`config.mk`:
```
export PLATFORM = sky130hd
export DESIGN_NAME = rv_core
export DESIGN_NICKNAME = d
export VERILOG_FILES = /design/src/hw/rv_pkg.sv /design/src/hw/alu.sv /design/src/hw/control_unit.sv /design/src/hw/dataflow.sv /design/src/hw/immediate_extender.sv /design/src/hw/register_file.sv /design/src/hw/rv_core.sv
export SDC_FILE = /design/constraint.sdc
export NUM_CORES = 2
export LEC_CHECK = 0
export BUFFER_PORTS_ARGS = -buffer_cell sky130_fd_sc_hd__buf_2
export CAP_MARGIN = 20
export CORE_MARGIN = 2
export CORE_UTILIZATION = 30
export CTS_BUF_LIST = sky130_fd_sc_hd__clkbuf_16
export DETAILED_ROUTE_END_ITERATION = 12
export PLACE_DENSITY_LB_ADDON = 0.25
export SLEW_MARGIN = 10
export SYNTH_ARGS = -nofsm -noshare
export SYNTH_HDL_FRONTEND = slang
export SYNTH_SLANG_ARGS = --single-unit
```
`constraint.sdc`:
```
create_clock -name clock -period 23.9 [get_ports clock]
set_input_delay 7.17 -clock clock [delete_from_list [all_inputs] [get_ports clock]]
set_output_delay 7.17 -clock clock [all_outputs]
set_load 0.01 [all_outputs]
```
`src/hw/rv_pkg.sv`:
```
// ================================================
// rv_pkg
// Shared types for the multicycle RV32I core:
// word widths, datapath controls, decode fields,
// ALU flags and the control FSM states
// ================================================

package rv_pkg;

  typedef logic [31:0] word_t;
  typedef logic [4:0]  reg_addr_t;
  typedef logic [2:0]  alu_sel_t;
  typedef logic [1:0]  wb_sel_t;

  // ALU operation codes follow funct3
  localparam alu_sel_t ALU_ADD  = 3'b000;
  localparam alu_sel_t ALU_SLL  = 3'b001;
  localparam alu_sel_t ALU_SLT  = 3'b010;
  localparam alu_sel_t ALU_SLTU = 3'b011;
  localparam alu_sel_t ALU_XOR  = 3'b100;
  localparam alu_sel_t ALU_SR   = 3'b101;
  localparam alu_sel_t ALU_OR   = 3'b110;
  localparam alu_sel_t ALU_AND  = 3'b111;

  // Write-back sources
  localparam wb_sel_t WB_ALU = 2'b00;
  localparam wb_sel_t WB_MEM = 2'b10;
  localparam wb_sel_t WB_PC4 = 2'b11;

  // Major opcodes
  localparam logic [6:0] OPC_LUI    = 7'b0110111;
  localparam logic [6:0] OPC_AUIPC  = 7'b0010111;
  localparam logic [6:0] OPC_JAL    = 7'b1101111;
  localparam logic [6:0] OPC_JALR   = 7'b1100111;
  localparam logic [6:0] OPC_BRANCH = 7'b1100011;
  localparam logic [6:0] OPC_LOAD   = 7'b0000011;
  localparam logic [6:0] OPC_STORE  = 7'b0100011;
  localparam logic [6:0] OPC_OP_IMM = 7'b0010011;
  localparam logic [6:0] OPC_OP     = 7'b0110011;
  localparam logic [6:0] OPC_SYSTEM = 7'b1110011;

  typedef struct packed {
    logic     alua_src;
    logic     alub_src;
    alu_sel_t alu_sel;
    logic     sub;
    logic     arithmetic;
    logic     alupc_src;
    logic     pc_src;
    logic     pc_en;
    wb_sel_t  wr_reg_src;
    logic     wr_reg_en;
    logic     ir_en;
    logic     mem_addr_src;
  } ctrl_t;

  typedef struct packed {
    logic [6:0] opcode;
    logic [2:0] funct3;
    logic [6:0] funct7;
  } decode_t;

  typedef struct packed {
    logic zero;
    logic negative;
    logic carry_out;
    logic overflow;
  } flags_t;

  typedef enum logic [2:0] {
    FETCH,
    DECODE,
    EXECUTE,
    MEMORY,
    WRITEBACK,
    HALT
  } cu_state_e;

endpackage

```
`src/hw/alu.sv`:
```
// ================================================
// alu
// Combinational RV32I ALU. Operation select uses
// funct3 encoding. Flags always come from a - b
// so branches resolve without a separate compare
// ================================================

`timescale 1ns/1ps

module alu import rv_pkg::*; (
  input  word_t    a,
  input  word_t    b,
  input  alu_sel_t alu_sel,
  input  logic     sub,
  input  logic     arithmetic,
  output word_t    y,
  output flags_t   flags
);

  logic [32:0] diff_ext;
  word_t       diff;
  word_t       add_sub;
  logic [4:0]  shamt;
  logic        less_signed;

  // Subtraction as a + ~b + 1, carry set means a >= b unsigned
  assign diff_ext = {1'b0, a} + {1'b0, ~b} + 33'd1;
  assign diff     = diff_ext[31:0];

  assign flags.zero      = (diff == '0);
  assign flags.negative  = diff[31];
  assign flags.carry_out = diff_ext[32];
  assign flags.overflow  = (a[31] ^ b[31]) & (diff[31] ^ a[31]);

  assign less_signed = flags.negative ^ flags.overflow;
  assign add_sub     = sub ? diff : (a + b);
  assign shamt       = b[4:0];

  always_comb begin
    case (alu_sel)
      ALU_ADD:  y = add_sub;
      ALU_SLL:  y = a << shamt;
      ALU_SLT:  y = {31'b0, less_signed};
      ALU_SLTU: y = {31'b0, ~flags.carry_out};
      ALU_XOR:  y = a ^ b;
      ALU_SR: begin
        if (arithmetic) begin
          y = word_t'($signed(a) >>> shamt);
        end else begin
          y = a >> shamt;
        end
      end
      ALU_OR:   y = a | b;
      ALU_AND:  y = a & b;
      default:  y = add_sub;
    endcase
  end

endmodule

```
`src/hw/control_unit.sv`:
```
// ================================================
// control_unit
// Multicycle FSM stepping each instruction through
// fetch, decode, execute, memory and write-back.
// Resolves branches from the ALU flags
// ================================================

`timescale 1ns/1ps

module control_unit import rv_pkg::*; (
  input  logic    clock,
  input  logic    rst_n,
  input  decode_t decode,
  input  flags_t  flags,
  output ctrl_t   ctrl,
  output logic    mem_wr_en,
  output logic    halted
);

  localparam logic [2:0] F3_BEQ  = 3'b000;
  localparam logic [2:0] F3_BNE  = 3'b001;
  localparam logic [2:0] F3_BLT  = 3'b100;
  localparam logic [2:0] F3_BGE  = 3'b101;
  localparam logic [2:0] F3_BLTU = 3'b110;
  localparam logic [2:0] F3_BGEU = 3'b111;

  cu_state_e state;
  cu_state_e next_state;
  logic      branch_taken;
  logic      signed_less;
  logic      known_op;

  always_ff @(posedge clock) begin
    if (!rst_n) begin
      state <= FETCH;
    end else begin
      state <= next_state;
    end
  end

  assign signed_less = flags.negative ^ flags.overflow;

  // Branch outcome from the a - b flags
  always_comb begin
    case (decode.funct3)
      F3_BEQ:  branch_taken = flags.zero;
      F3_BNE:  branch_taken = ~flags.zero;
      F3_BLT:  branch_taken = signed_less;
      F3_BGE:  branch_taken = ~signed_less;
      F3_BLTU: branch_taken = ~flags.carry_out;
      F3_BGEU: branch_taken = flags.carry_out;
      default: branch_taken = 1'b0;
    endcase
  end

  assign known_op = (decode.opcode inside {OPC_LUI, OPC_AUIPC, OPC_JAL, OPC_JALR,
                                           OPC_BRANCH, OPC_LOAD, OPC_STORE,
                                           OPC_OP_IMM, OPC_OP});

  always_comb begin
    next_state = state;
    case (state)
      FETCH: next_state = DECODE;
      // ECALL and anything not decoded stop the core
      DECODE: next_state = known_op ? EXECUTE : HALT;
      EXECUTE: begin
        if (decode.opcode == OPC_BRANCH) begin
          next_state = FETCH;
        end else if (decode.opcode inside {OPC_LOAD, OPC_STORE}) begin
          next_state = MEMORY;
        end else begin
          next_state = WRITEBACK;
        end
      end
      MEMORY: next_state = (decode.opcode == OPC_LOAD) ? WRITEBACK : FETCH;
      WRITEBACK: next_state = FETCH;
      HALT: next_state = HALT;
      default: next_state = FETCH;
    endcase
  end

  always_comb begin
    ctrl         = '0;
    ctrl.alu_sel = ALU_ADD;
    mem_wr_en    = 1'b0;

    // ALU setup depends only on the opcode and holds across states
    case (decode.opcode)
      OPC_OP: begin
        ctrl.alu_sel    = decode.funct3;
        ctrl.sub        = (decode.funct3 == ALU_ADD) && decode.funct7[5];
        ctrl.arithmetic = decode.funct7[5];
      end
      OPC_OP_IMM: begin
        ctrl.alub_src   = 1'b1;
        ctrl.alu_sel    = decode.funct3;
        // Only srai looks at funct7
        ctrl.arithmetic = (decode.funct3 == ALU_SR) && decode.funct7[5];
      end
      OPC_LUI, OPC_LOAD, OPC_STORE: ctrl.alub_src = 1'b1;
      OPC_AUIPC: begin
        ctrl.alua_src = 1'b1;
        ctrl.alub_src = 1'b1;
      end
      OPC_JALR: ctrl.alupc_src = 1'b1;
      default: ;
    endcase

    case (state)
      FETCH: ctrl.ir_en = 1'b1;
      EXECUTE: begin
        if (decode.opcode == OPC_BRANCH) begin
          ctrl.pc_src = branch_taken;
          ctrl.pc_en  = 1'b1;
        end
      end
      MEMORY: begin
        ctrl.mem_addr_src = 1'b1;
        if (decode.opcode == OPC_STORE) begin
          mem_wr_en   = 1'b1;
          ctrl.pc_en  = 1'b1;
        end
      end
      WRITEBACK: begin
        ctrl.wr_reg_en = 1'b1;
        ctrl.pc_en     = 1'b1;
        if (decode.opcode == OPC_LOAD) begin
          // Address must stay on the ALU while load data is written
          ctrl.mem_addr_src = 1'b1;
          ctrl.wr_reg_src   = WB_MEM;
        end else if (decode.opcode inside {OPC_JAL, OPC_JALR}) begin
          ctrl.wr_reg_src = WB_PC4;
          ctrl.pc_src     = 1'b1;
        end else begin
          ctrl.wr_reg_src = WB_ALU;
        end
      end
      default: ;
    endcase
  end

  assign halted = (state == HALT);

endmodule

```
`src/hw/dataflow.sv`:
```
// ================================================
// dataflow
// Shared datapath of the multicycle core. Holds PC
// and IR, the register file, ALU, immediate unit,
// operand and write-back muxes and the PC adders
// ================================================

`timescale 1ns/1ps

module dataflow import rv_pkg::*; #(
  parameter word_t RESET_PC = 32'h0000_0000
) (
  input  logic    clock,
  input  logic    rst_n,
  input  ctrl_t   ctrl,
  input  word_t   mem_rd_data,
  output word_t   mem_addr,
  output word_t   mem_wr_data,
  output decode_t decode,
  output flags_t  flags
);

  word_t     pc;
  word_t     ir;
  word_t     next_pc;
  word_t     pc_plus_4;
  word_t     jump_base;
  word_t     jump_sum;
  word_t     jump_target;
  word_t     immediate;
  word_t     rs1_data;
  word_t     rs2_data;
  word_t     rd_data;
  word_t     alu_a;
  word_t     alu_b;
  word_t     alu_y;
  reg_addr_t rs1_addr;

  // PC moves only on the last cycle of an instruction
  always_ff @(posedge clock) begin
    if (!rst_n) begin
      pc <= RESET_PC;
    end else if (ctrl.pc_en) begin
      pc <= next_pc;
    end
  end

  // Instruction register, loaded during fetch
  always_ff @(posedge clock) begin
    if (!rst_n) begin
      ir <= '0;
    end else if (ctrl.ir_en) begin
      ir <= mem_rd_data;
    end
  end

  // LUI reads x0 so the ALU produces 0 + imm
  assign rs1_addr = (ir[6:0] == OPC_LUI) ? '0 : ir[19:15];

  register_file u_register_file (
    .clock    (clock),
    .rst_n    (rst_n),
    .wr_en    (ctrl.wr_reg_en),
    .rs1_addr (rs1_addr),
    .rs2_addr (ir[24:20]),
    .rd_addr  (ir[11:7]),
    .rd_data  (rd_data),
    .rs1_data (rs1_data),
    .rs2_data (rs2_data)
  );

  immediate_extender u_immediate_extender (
    .instruction (ir),
    .immediate   (immediate)
  );

  assign alu_a = ctrl.alua_src ? pc : rs1_data;
  assign alu_b = ctrl.alub_src ? immediate : rs2_data;

  alu u_alu (
    .a          (alu_a),
    .b          (alu_b),
    .alu_sel    (ctrl.alu_sel),
    .sub        (ctrl.sub),
    .arithmetic (ctrl.arithmetic),
    .y          (alu_y),
    .flags      (flags)
  );

  // Sequential PC and jump/branch target
  assign pc_plus_4   = pc + 32'd4;
  assign jump_base   = ctrl.alupc_src ? rs1_data : pc;
  assign jump_sum    = jump_base + immediate;
  assign jump_target = {jump_sum[31:1], 1'b0};
  assign next_pc     = ctrl.pc_src ? jump_target : pc_plus_4;

  always_comb begin
    case (ctrl.wr_reg_src)
      WB_MEM:  rd_data = mem_rd_data;
      WB_PC4:  rd_data = pc_plus_4;
      default: rd_data = alu_y;
    endcase
  end

  assign mem_addr    = ctrl.mem_addr_src ? alu_y : pc;
  assign mem_wr_data = rs2_data;

  assign decode.opcode = ir[6:0];
  assign decode.funct3 = ir[14:12];
  assign decode.funct7 = ir[31:25];

endmodule

```
`src/hw/immediate_extender.sv`:
```
// ================================================
// immediate_extender
// Decodes the instruction format from the opcode
// and builds the sign-extended immediate for the
// I, S, B, U and J formats
// ================================================

`timescale 1ns/1ps

module immediate_extender import rv_pkg::*; (
  input  word_t instruction,
  output word_t immediate
);

  logic [6:0] opcode;
  logic       sign;

  assign opcode = instruction[6:0];
  assign sign   = instruction[31];

  always_comb begin
    case (opcode)
      // I format
      OPC_OP_IMM, OPC_LOAD, OPC_JALR, OPC_SYSTEM: begin
        immediate = {{20{sign}}, instruction[31:20]};
      end
      OPC_STORE: begin
        immediate = {{20{sign}}, instruction[31:25], instruction[11:7]};
      end
      // B format, byte offset so bit 0 is zero
      OPC_BRANCH: begin
        immediate = {{19{sign}}, sign, instruction[7], instruction[30:25],
                     instruction[11:8], 1'b0};
      end
      OPC_LUI, OPC_AUIPC: begin
        immediate = {instruction[31:12], 12'b0};
      end
      OPC_JAL: begin
        immediate = {{11{sign}}, sign, instruction[19:12], instruction[20],
                     instruction[30:21], 1'b0};
      end
      // R type and unknown opcodes carry no immediate
      default: begin
        immediate = '0;
      end
    endcase
  end

endmodule

```
`src/hw/register_file.sv`:
```
// ================================================
// register_file
// 32 x 32-bit integer registers with two
// combinational read ports and one write port.
// x0 always reads as zero
// ================================================

`timescale 1ns/1ps

module register_file import rv_pkg::*; (
  input  logic      clock,
  input  logic      rst_n,
  input  logic      wr_en,
  input  reg_addr_t rs1_addr,
  input  reg_addr_t rs2_addr,
  input  reg_addr_t rd_addr,
  input  word_t     rd_data,
  output word_t     rs1_data,
  output word_t     rs2_data
);

  word_t regs [32];

  // Synchronous clear of the whole bank on reset
  always_ff @(posedge clock) begin
    if (!rst_n) begin
      for (int i = 0; i < 32; i++) begin
        regs[i] <= '0;
      end
    end else if (wr_en && (rd_addr != '0)) begin
      regs[rd_addr] <= rd_data;
    end
  end

  // Writes to x0 are dropped above, reads of x0 forced here too
  always_comb begin
    if (rs1_addr == '0) begin
      rs1_data = '0;
    end else begin
      rs1_data = regs[rs1_addr];
    end
    if (rs2_addr == '0) begin
      rs2_data = '0;
    end else begin
      rs2_data = regs[rs2_addr];
    end
  end

endmodule

```
`src/hw/rv_core.sv`:
```
// ================================================
// rv_core
// Multicycle RV32I core top. Joins the control FSM
// to the datapath and exposes one word-wide memory
// port with a combinational read
// ================================================

`timescale 1ns/1ps

module rv_core import rv_pkg::*; #(
  parameter word_t RESET_PC = 32'h0000_0000
) (
  input  logic  clock,
  input  logic  rst_n,
  output word_t mem_addr,
  output word_t mem_wr_data,
  output logic  mem_wr_en,
  input  word_t mem_rd_data,
  output logic  halted
);

  ctrl_t   ctrl;
  decode_t decode;
  flags_t  flags;

  control_unit u_control_unit (
    .clock     (clock),
    .rst_n     (rst_n),
    .decode    (decode),
    .flags     (flags),
    .ctrl      (ctrl),
    .mem_wr_en (mem_wr_en),
    .halted    (halted)
  );

  dataflow #(
    .RESET_PC (RESET_PC)
  ) u_dataflow (
    .clock       (clock),
    .rst_n       (rst_n),
    .ctrl        (ctrl),
    .mem_rd_data (mem_rd_data),
    .mem_addr    (mem_addr),
    .mem_wr_data (mem_wr_data),
    .decode      (decode),
    .flags       (flags)
  );

endmodule

```
Word-level counts from Yosys, hierarchy flattened. Memories as Yosys holds them, arrays and structs flattened. A register that Yosys moved wholly into a read port is not among the register bits. Index checks and enable logic that the tools add are counted.

Register bits: 67. Bits in writable memories: 1024. Input port bits: 34. Logic and storage cells: 117. Memories: 1.

Add/subtract/negate cells: 5. Eq/ne operators: 29. Shift operators: 3. Muxes and demuxes: 47. Bitwise operators: 11. Reductions and logical operators: 18.

Memories: u_dataflow.u_register_file.regs (depth 32, width 32, rd ports 2, clocked after memory_dff 1, wr ports 32, RTL line register_file.sv:22) `word_t regs [32];`.

Operator list (number): $mux 32 (10); $pmux 32 s8 (1); $pmux 32 s5 (1); $add 32x32->32 (2); $pmux 32 s2 (1); $add 32x32->33 (1); $add 33x1->33 const B (1); $add 32x3->32 const B (1); $and 32x32->32 (1); $logic_not 32->1 (1); $not 32->32 (1); $or 32x32->32 (1); $reduce_or 32->1 (1); $shl 32x5->32 (1); $shr 32x5->32 (1); $sshr 32x5->32 (1); $xor 32x32->32 (1); $eq 3x3->1 const B (10); $eq 7x7->1 const B (4); $eq 7x6->1 const B (3); $mux 5 (4); $mux 3 (6); $mux 1 (15); $pmux 3 s5 (1); other kinds (21) (43).

Depth between registers and ports, before layout.
Depth after elaboration: 15. Gate-level depth with buffers: 45. Depth with buffers taken out: 35.

By module. Synthesis repeated with hierarchy kept, for this count alone.

Cells, all modules: 6091. Area, all modules: 72655.9 um2.

By module, submodules not included: register_file (times used 1, cells an instance 3507, area each 54232.0 um2, seq. area each 30749.5 um2); alu (times used 1, cells an instance 1469, area each 9864.5 um2, seq. area each 0.0 um2); dataflow (times used 1, cells an instance 940, area each 7384.6 um2, seq. area each 1261.2 um2); immediate_extender (times used 1, cells an instance 107, area each 661.9 um2, seq. area each 0.0 um2); control_unit (times used 1, cells an instance 68, area each 513.0 um2, seq. area each 60.1 um2).

Worst setup path before layout. Ideal clock, no wire load.

Path type: flip-flop to output port. From: register (tool-made name). To: output mem_addr[0]. Arrival time: 7489 ps. Slack: 9241 ps. Stages on the path, launching flop included: 36. Path buffers: 7. Path through: dfxtp_1 -> buf_4 -> buf_6 -> buf_2 -> clkbuf_1 -> clkbuf_1 -> buf_1 -> mux4_2 -> mux4_2 -> mux2i_1 -> nor2_1 -> nand2_1 -> o21a_1 -> ha_1 -> clkbuf_1 -> nand4_1 -> a2111oi_0 -> or2_2 -> o31ai_1 -> a311oi_1 -> nor3_1 -> o21ai_0 -> nand3_1 -> nand2_1 -> a21o_1 -> a21oi_1 -> fa_1 -> nand2_1 -> o21ai_0 -> a21oi_1 -> o21ai_0 -> a221oi_1 -> a21oi_1 -> a311oi_1 -> o211ai_1 -> and2_1.

RTL lines: end, declared (RTL line rv_core.sv:15) `output word_t mem_addr,`.

Worst setup path in the final report.
From: register u_dataflow.ir[5]. To: output mem_addr[0].

Cells in the longest elaborated chain, start to end: 12. Elaborated cells on any way between the ends: 55. Classes of those cells: 3 x add/sub; 17 x eq/ne; 3 x shift; 16 x mux; 9 x bitwise; 6 x reduce/logical; 1 x memory.

RTL lines: start, declared (RTL line dataflow.sv:24) `word_t ir;`; start signal, assigned (RTL line dataflow.sv:53) `ir <= mem_rd_data;`; $eq 7x6->1, or another cell as far along (RTL line control_unit.sv:88, dataflow.sv:58, immediate_extender.sv:22); $mux 5, or another cell as far along (RTL line dataflow.sv:58) `assign rs1_addr = (ir[6:0] == OPC_LUI) ? '0 : ir[19:15];`; $mem_v2 32x32, or another cell as far along; $mux 32, on equally long branches (RTL line register_file.sv:37, dataflow.sv:78); $mux 32 or $not 32->32 (tied branches) (RTL line dataflow.sv:77, alu.sv:27); $add 32x32->33 (RTL line alu.sv:27) `assign diff_ext = {1'b0, a} + {1'b0, ~b} + 33'd1;`; $add 33x1->33 (RTL line alu.sv:27); $xor 1x1->1 (RTL line alu.sv:33) `assign flags.overflow = (a[31] ^ b[31]) & (diff[31] ^ a[31]);`; $and 1x1->1 (RTL line alu.sv:33); $xor 1x1->1 (RTL line alu.sv:35) `assign less_signed = flags.negative ^ flags.overflow;`; $pmux 32 s8 (RTL line alu.sv:40) `case (alu_sel)`; $mux 32 (*) (RTL line dataflow.sv:105) `assign mem_addr = ctrl.mem_addr_src ? alu_y : pc;`.

Every way passes the cells marked *; elsewhere a longest branch is shown, timed or not.

==> flow_summary_export.csv <==
group,metric,value,unit
power,seq_power_share,32.5,%
final_layout,instances_no_fill,9614,
final_layout,nFillCells,23100,
synth,synth_area,69500,µm²
final_layout,nets,6645,
power,netSwitchingPower,2.99,mW
critical_path,worstSetupPathType,"register to output port",
clocking,cts_resized,0,
detailed_routing,drt-pass1-iter-count,8,
power,combPwrFrac,41.2,%
critical_path,endpoint,"mem_addr[0]",
synth,yosysWarnings,0,
synth,ys_ff_latch,1095,
die,io_pins,100,
place,place_congestion,1.05,
job,maxCapViolCount,0,
die,initial_core_util,30.2,%
synth,synth-seq-area-share,46.3,%
die,die_w,485,µm
synth,syn_avg_cell_area,10.6,µm²
clocking,cts_tree,"done",
synth,synth_xor_area_share,1.23,%
critical_path,path_delay_family,"compound AO/OA/AOI/OAI gates",
critical_path,rr_endpoint,"u_dataflow.pc[22]",
grt,grt_pass1_wl,497,mm
timing,final.setup_skew,0.0841,ns
critical_path,r2r-start,"u_dataflow.ir[5]",
critical_path,worst-path-buf-inv,3,
synth,synthFlopType,"edfxtp_1",
die,core_area,230000,µm²
critical_path,crit_cells,31,
clocking,cts_hold_buf,0,
critical_path,rrSetupSlack,9.83,ns
power,clkPwrFrac,26.3,%
power,ir_drop,0.0000779,V
detailed_routing,route.antenna.remaining_nets,0,
timing,worstMarginPinSlew,1.19,ns
critical_path,cp-startpoint,"u_dataflow.ir[5]",
synth,synth-simple-area-share,14.3,%
detailed_routing,dr.first_iter.drc_count,10300,
power,cellPowerDensity,88.4,nW/µm²
timing,drv_slew,0,
grt,grt_max_degree,107,
synth,synth_cell_types,117,
synth,synth_edf_count,1024,
timing,fmax,0.0538,GHz
power,total_power,6.86,mW
clocking,path_clk_slew,0.06,ns
place,io_buffer_count,99,
place,dp.cells,9378,
synth,synthAdderAreaFrac,2.42,%
critical_path,crit_path_top_delay_cell,"o211ai_4",
clocking,cts_buffers,119,
grt,grt_usage,30.1,%
grt,antenna_found_initial,23,
synth,synth_top_family_by_area,"compound AO/OA/AOI/OAI gates",
die,num_rows,176,
critical_path,start_kind,"register",
timing,setup_tns,0,ns
timing,rsz0062_at_grt,"no",
final_layout,design_area,77600,µm²
timing,min_period_over_period,77.7,%
power,p_leak,26.8,nW
detailed_routing,detail_route.wl_per_cell,38.1,µm
grt,grt_pass1_vias,57800,
detailed_routing,drc_errors,0,
final_layout,layout-area-overhead-vs-synth,11.6,%
outcome,status,"completed",
die,fp.dieH,485,µm
min_path,hold_class,"register to register",
place,dpl_cell_area,73800,µm²
timing,setup_violations,0,
synth,synth_compound_area_share,16.1,%
detailed_routing,vias,62500,
clocking,htreeDepth,3,
clocking,cts_max_path_buffers,3,
detailed_routing,avgViaCountPerCell,6.50,
detailed_routing,drt_wl_total,366,mm
place,post-place-ws,6.22,ns
clocking,postCtsSetupBuffers,0,
timing,min_period,18.57,ns
critical_path,path_max_fanout,35,
timing,hold_violations,0,
critical_path,r2r_cells,37,
clocking,clock-sinks,1095,
power,p_int,3.87,mW
timing,setup_slack,5.33,ns
grt,grt-ovfl-total,0,
critical_path,cp.required,16.73,ns
power,p_sw_share,43.6,%
timing,timing.slew.headroom,18.5,%
synth,netlist_instances,6578,
synth,synth_mux_area_share,14.6,%
critical_path,max_stage_delay,0.84,ns
synth,async_flop_share,0,%
critical_path,critPathArrivalTime,11.40,ns
critical_path,cp-end-kind,"output port",
clocking,cts_root_buf,"clkbuf_16",
die,dieArea,236000,µm²
final_layout,layout-drive-gt1-share,18.5,%
clocking,clk_latency,0.83,ns
place,post-dp-hpwl,250,mm
==> power groups by stage <==
stage	clock network (mW)	logic (mW)	registers (mW)
after detailed placement	0	2.69	2.26
final	1.80	2.83	2.23
after floorplan	0	1.58	2.23
after global routing	1.88	2.87	2.23
after global placement	0	2.68	2.26
after CTS	1.81	2.70	2.22
==> layout make-up <==
type / count / area, µm² / share of cell area (%)
Sequential cell: 1095 / 32200 / 41.5
Tap cell: 3026 / 3790 / 4.88
Clock buffer: 120 / 3000 / 3.87
Clock inverter: 103 / 676 / 0.871
Inverter: 162 / 611 / 0.787
Timing Repair Buffer: 373 / 2700 / 3.47
Antenna cell: 7 / 17.5 / 0.0226
Multi-Input combinational cell: 4728 / 34600 / 44.6
==> through the flow <==
stage          utilization (%)  hold slack, ns
2_1_floorplan                -           0.450
3_3_place_gp              32.0           0.462
3_5_place_dp              32.1           0.472
4_1_cts                   33.7           0.483
5_1_grt                   33.7           0.520
6_report                  33.7           0.488
==> cell usage in the layout (no fill, tap or decap), types with 45 or more instances in the layout <==
cell type     n
edfxtp_1   1024
nand3_1      89
nand2_2      64
clkbuf_16   120
dfxtp_1      62
buf_4       259
o21ai_0     257
nor2_1     1376
a21oi_1     300
nor3_1       98
a21o_1       45
a211oi_1     55
xnor2_1      69
ha_1        128
o221ai_1     83
a221o_1      45
a31oi_1      54
o22ai_1     123
inv_1       170
buf_2        99
a221oi_1    104
mux4_2      363
mux2i_1     156
nand2_1     413
==> worst min path at each step <==
stage	start	endpoint	slack, ns	cells after the start
after global routing	u_dataflow.ir[18]	u_dataflow.ir[18]	0.52	2
final	u_dataflow.ir[18]	u_dataflow.ir[18]	0.49	2
after detailed placement	u_dataflow.ir[18]	u_dataflow.ir[18]	0.47	2
after CTS	u_dataflow.ir[18]	u_dataflow.ir[18]	0.48	2
after floorplan	u_dataflow.ir[25]	u_dataflow.ir[25]	0.45	2
after global placement	u_dataflow.ir[18]	u_dataflow.ir[18]	0.46	2
==> cell usage after synthesis (all sizes together), types with 99 or more instances <==
master | n | area [µm²]
nor2 | 1422 | 5440
nand2 | 478 | 1800
buf | 295 | 1680
mux4 | 363 | 8180
o21ai | 287 | 1450
ha | 128 | 1600
edfxtp | 1024 | 30700
nor3 | 99 | 495
inv | 161 | 604
a21oi | 317 | 1660
a221oi | 116 | 1130
o22ai | 123 | 769
clkbuf | 329 | 1240
mux2i | 157 | 1580
==> sequential cells by signal, indices dropped and copies added, names as in the netlist, named ones only <==
register / cells
u_dataflow.ir: 32
u_dataflow.pc: 31
u_dataflow.u_register_file.regs: 1024
u_control_unit.state: 3
==> metal layers <==
metal  vias to the layer above  global-route usage [%]  wire length (µm)
li1                      24600                       -                 -
met1                     31900                    40.1            142000
met2                      5058                    43.9            154000
met3                       992                    8.74             46500
met4                        20                    16.5             24200
met5                         -                       0               137
==> cells by family after synthesis <==
logic type | count (synthesis)
flops | 1095
buf+inv | 786
mux | 557
other cells | 1
xor+xnor | 98
fa+ha+maj | 132
simple gates | 2349
compound gates | 1560
==> worst register-to-register path, delay by kind of cell, from the launching register on <==
kind / cells / cell delay [ns]
AOI/OAI and AO/OA: 15 / 5.31
buffers and inverters: 4 / 2.04
adders and majority gates: 2 / 1.03
and+or+nand+nor: 16 / 4.80
DFF: 1 / 0.79
Power figures use the tool's default switching activity.
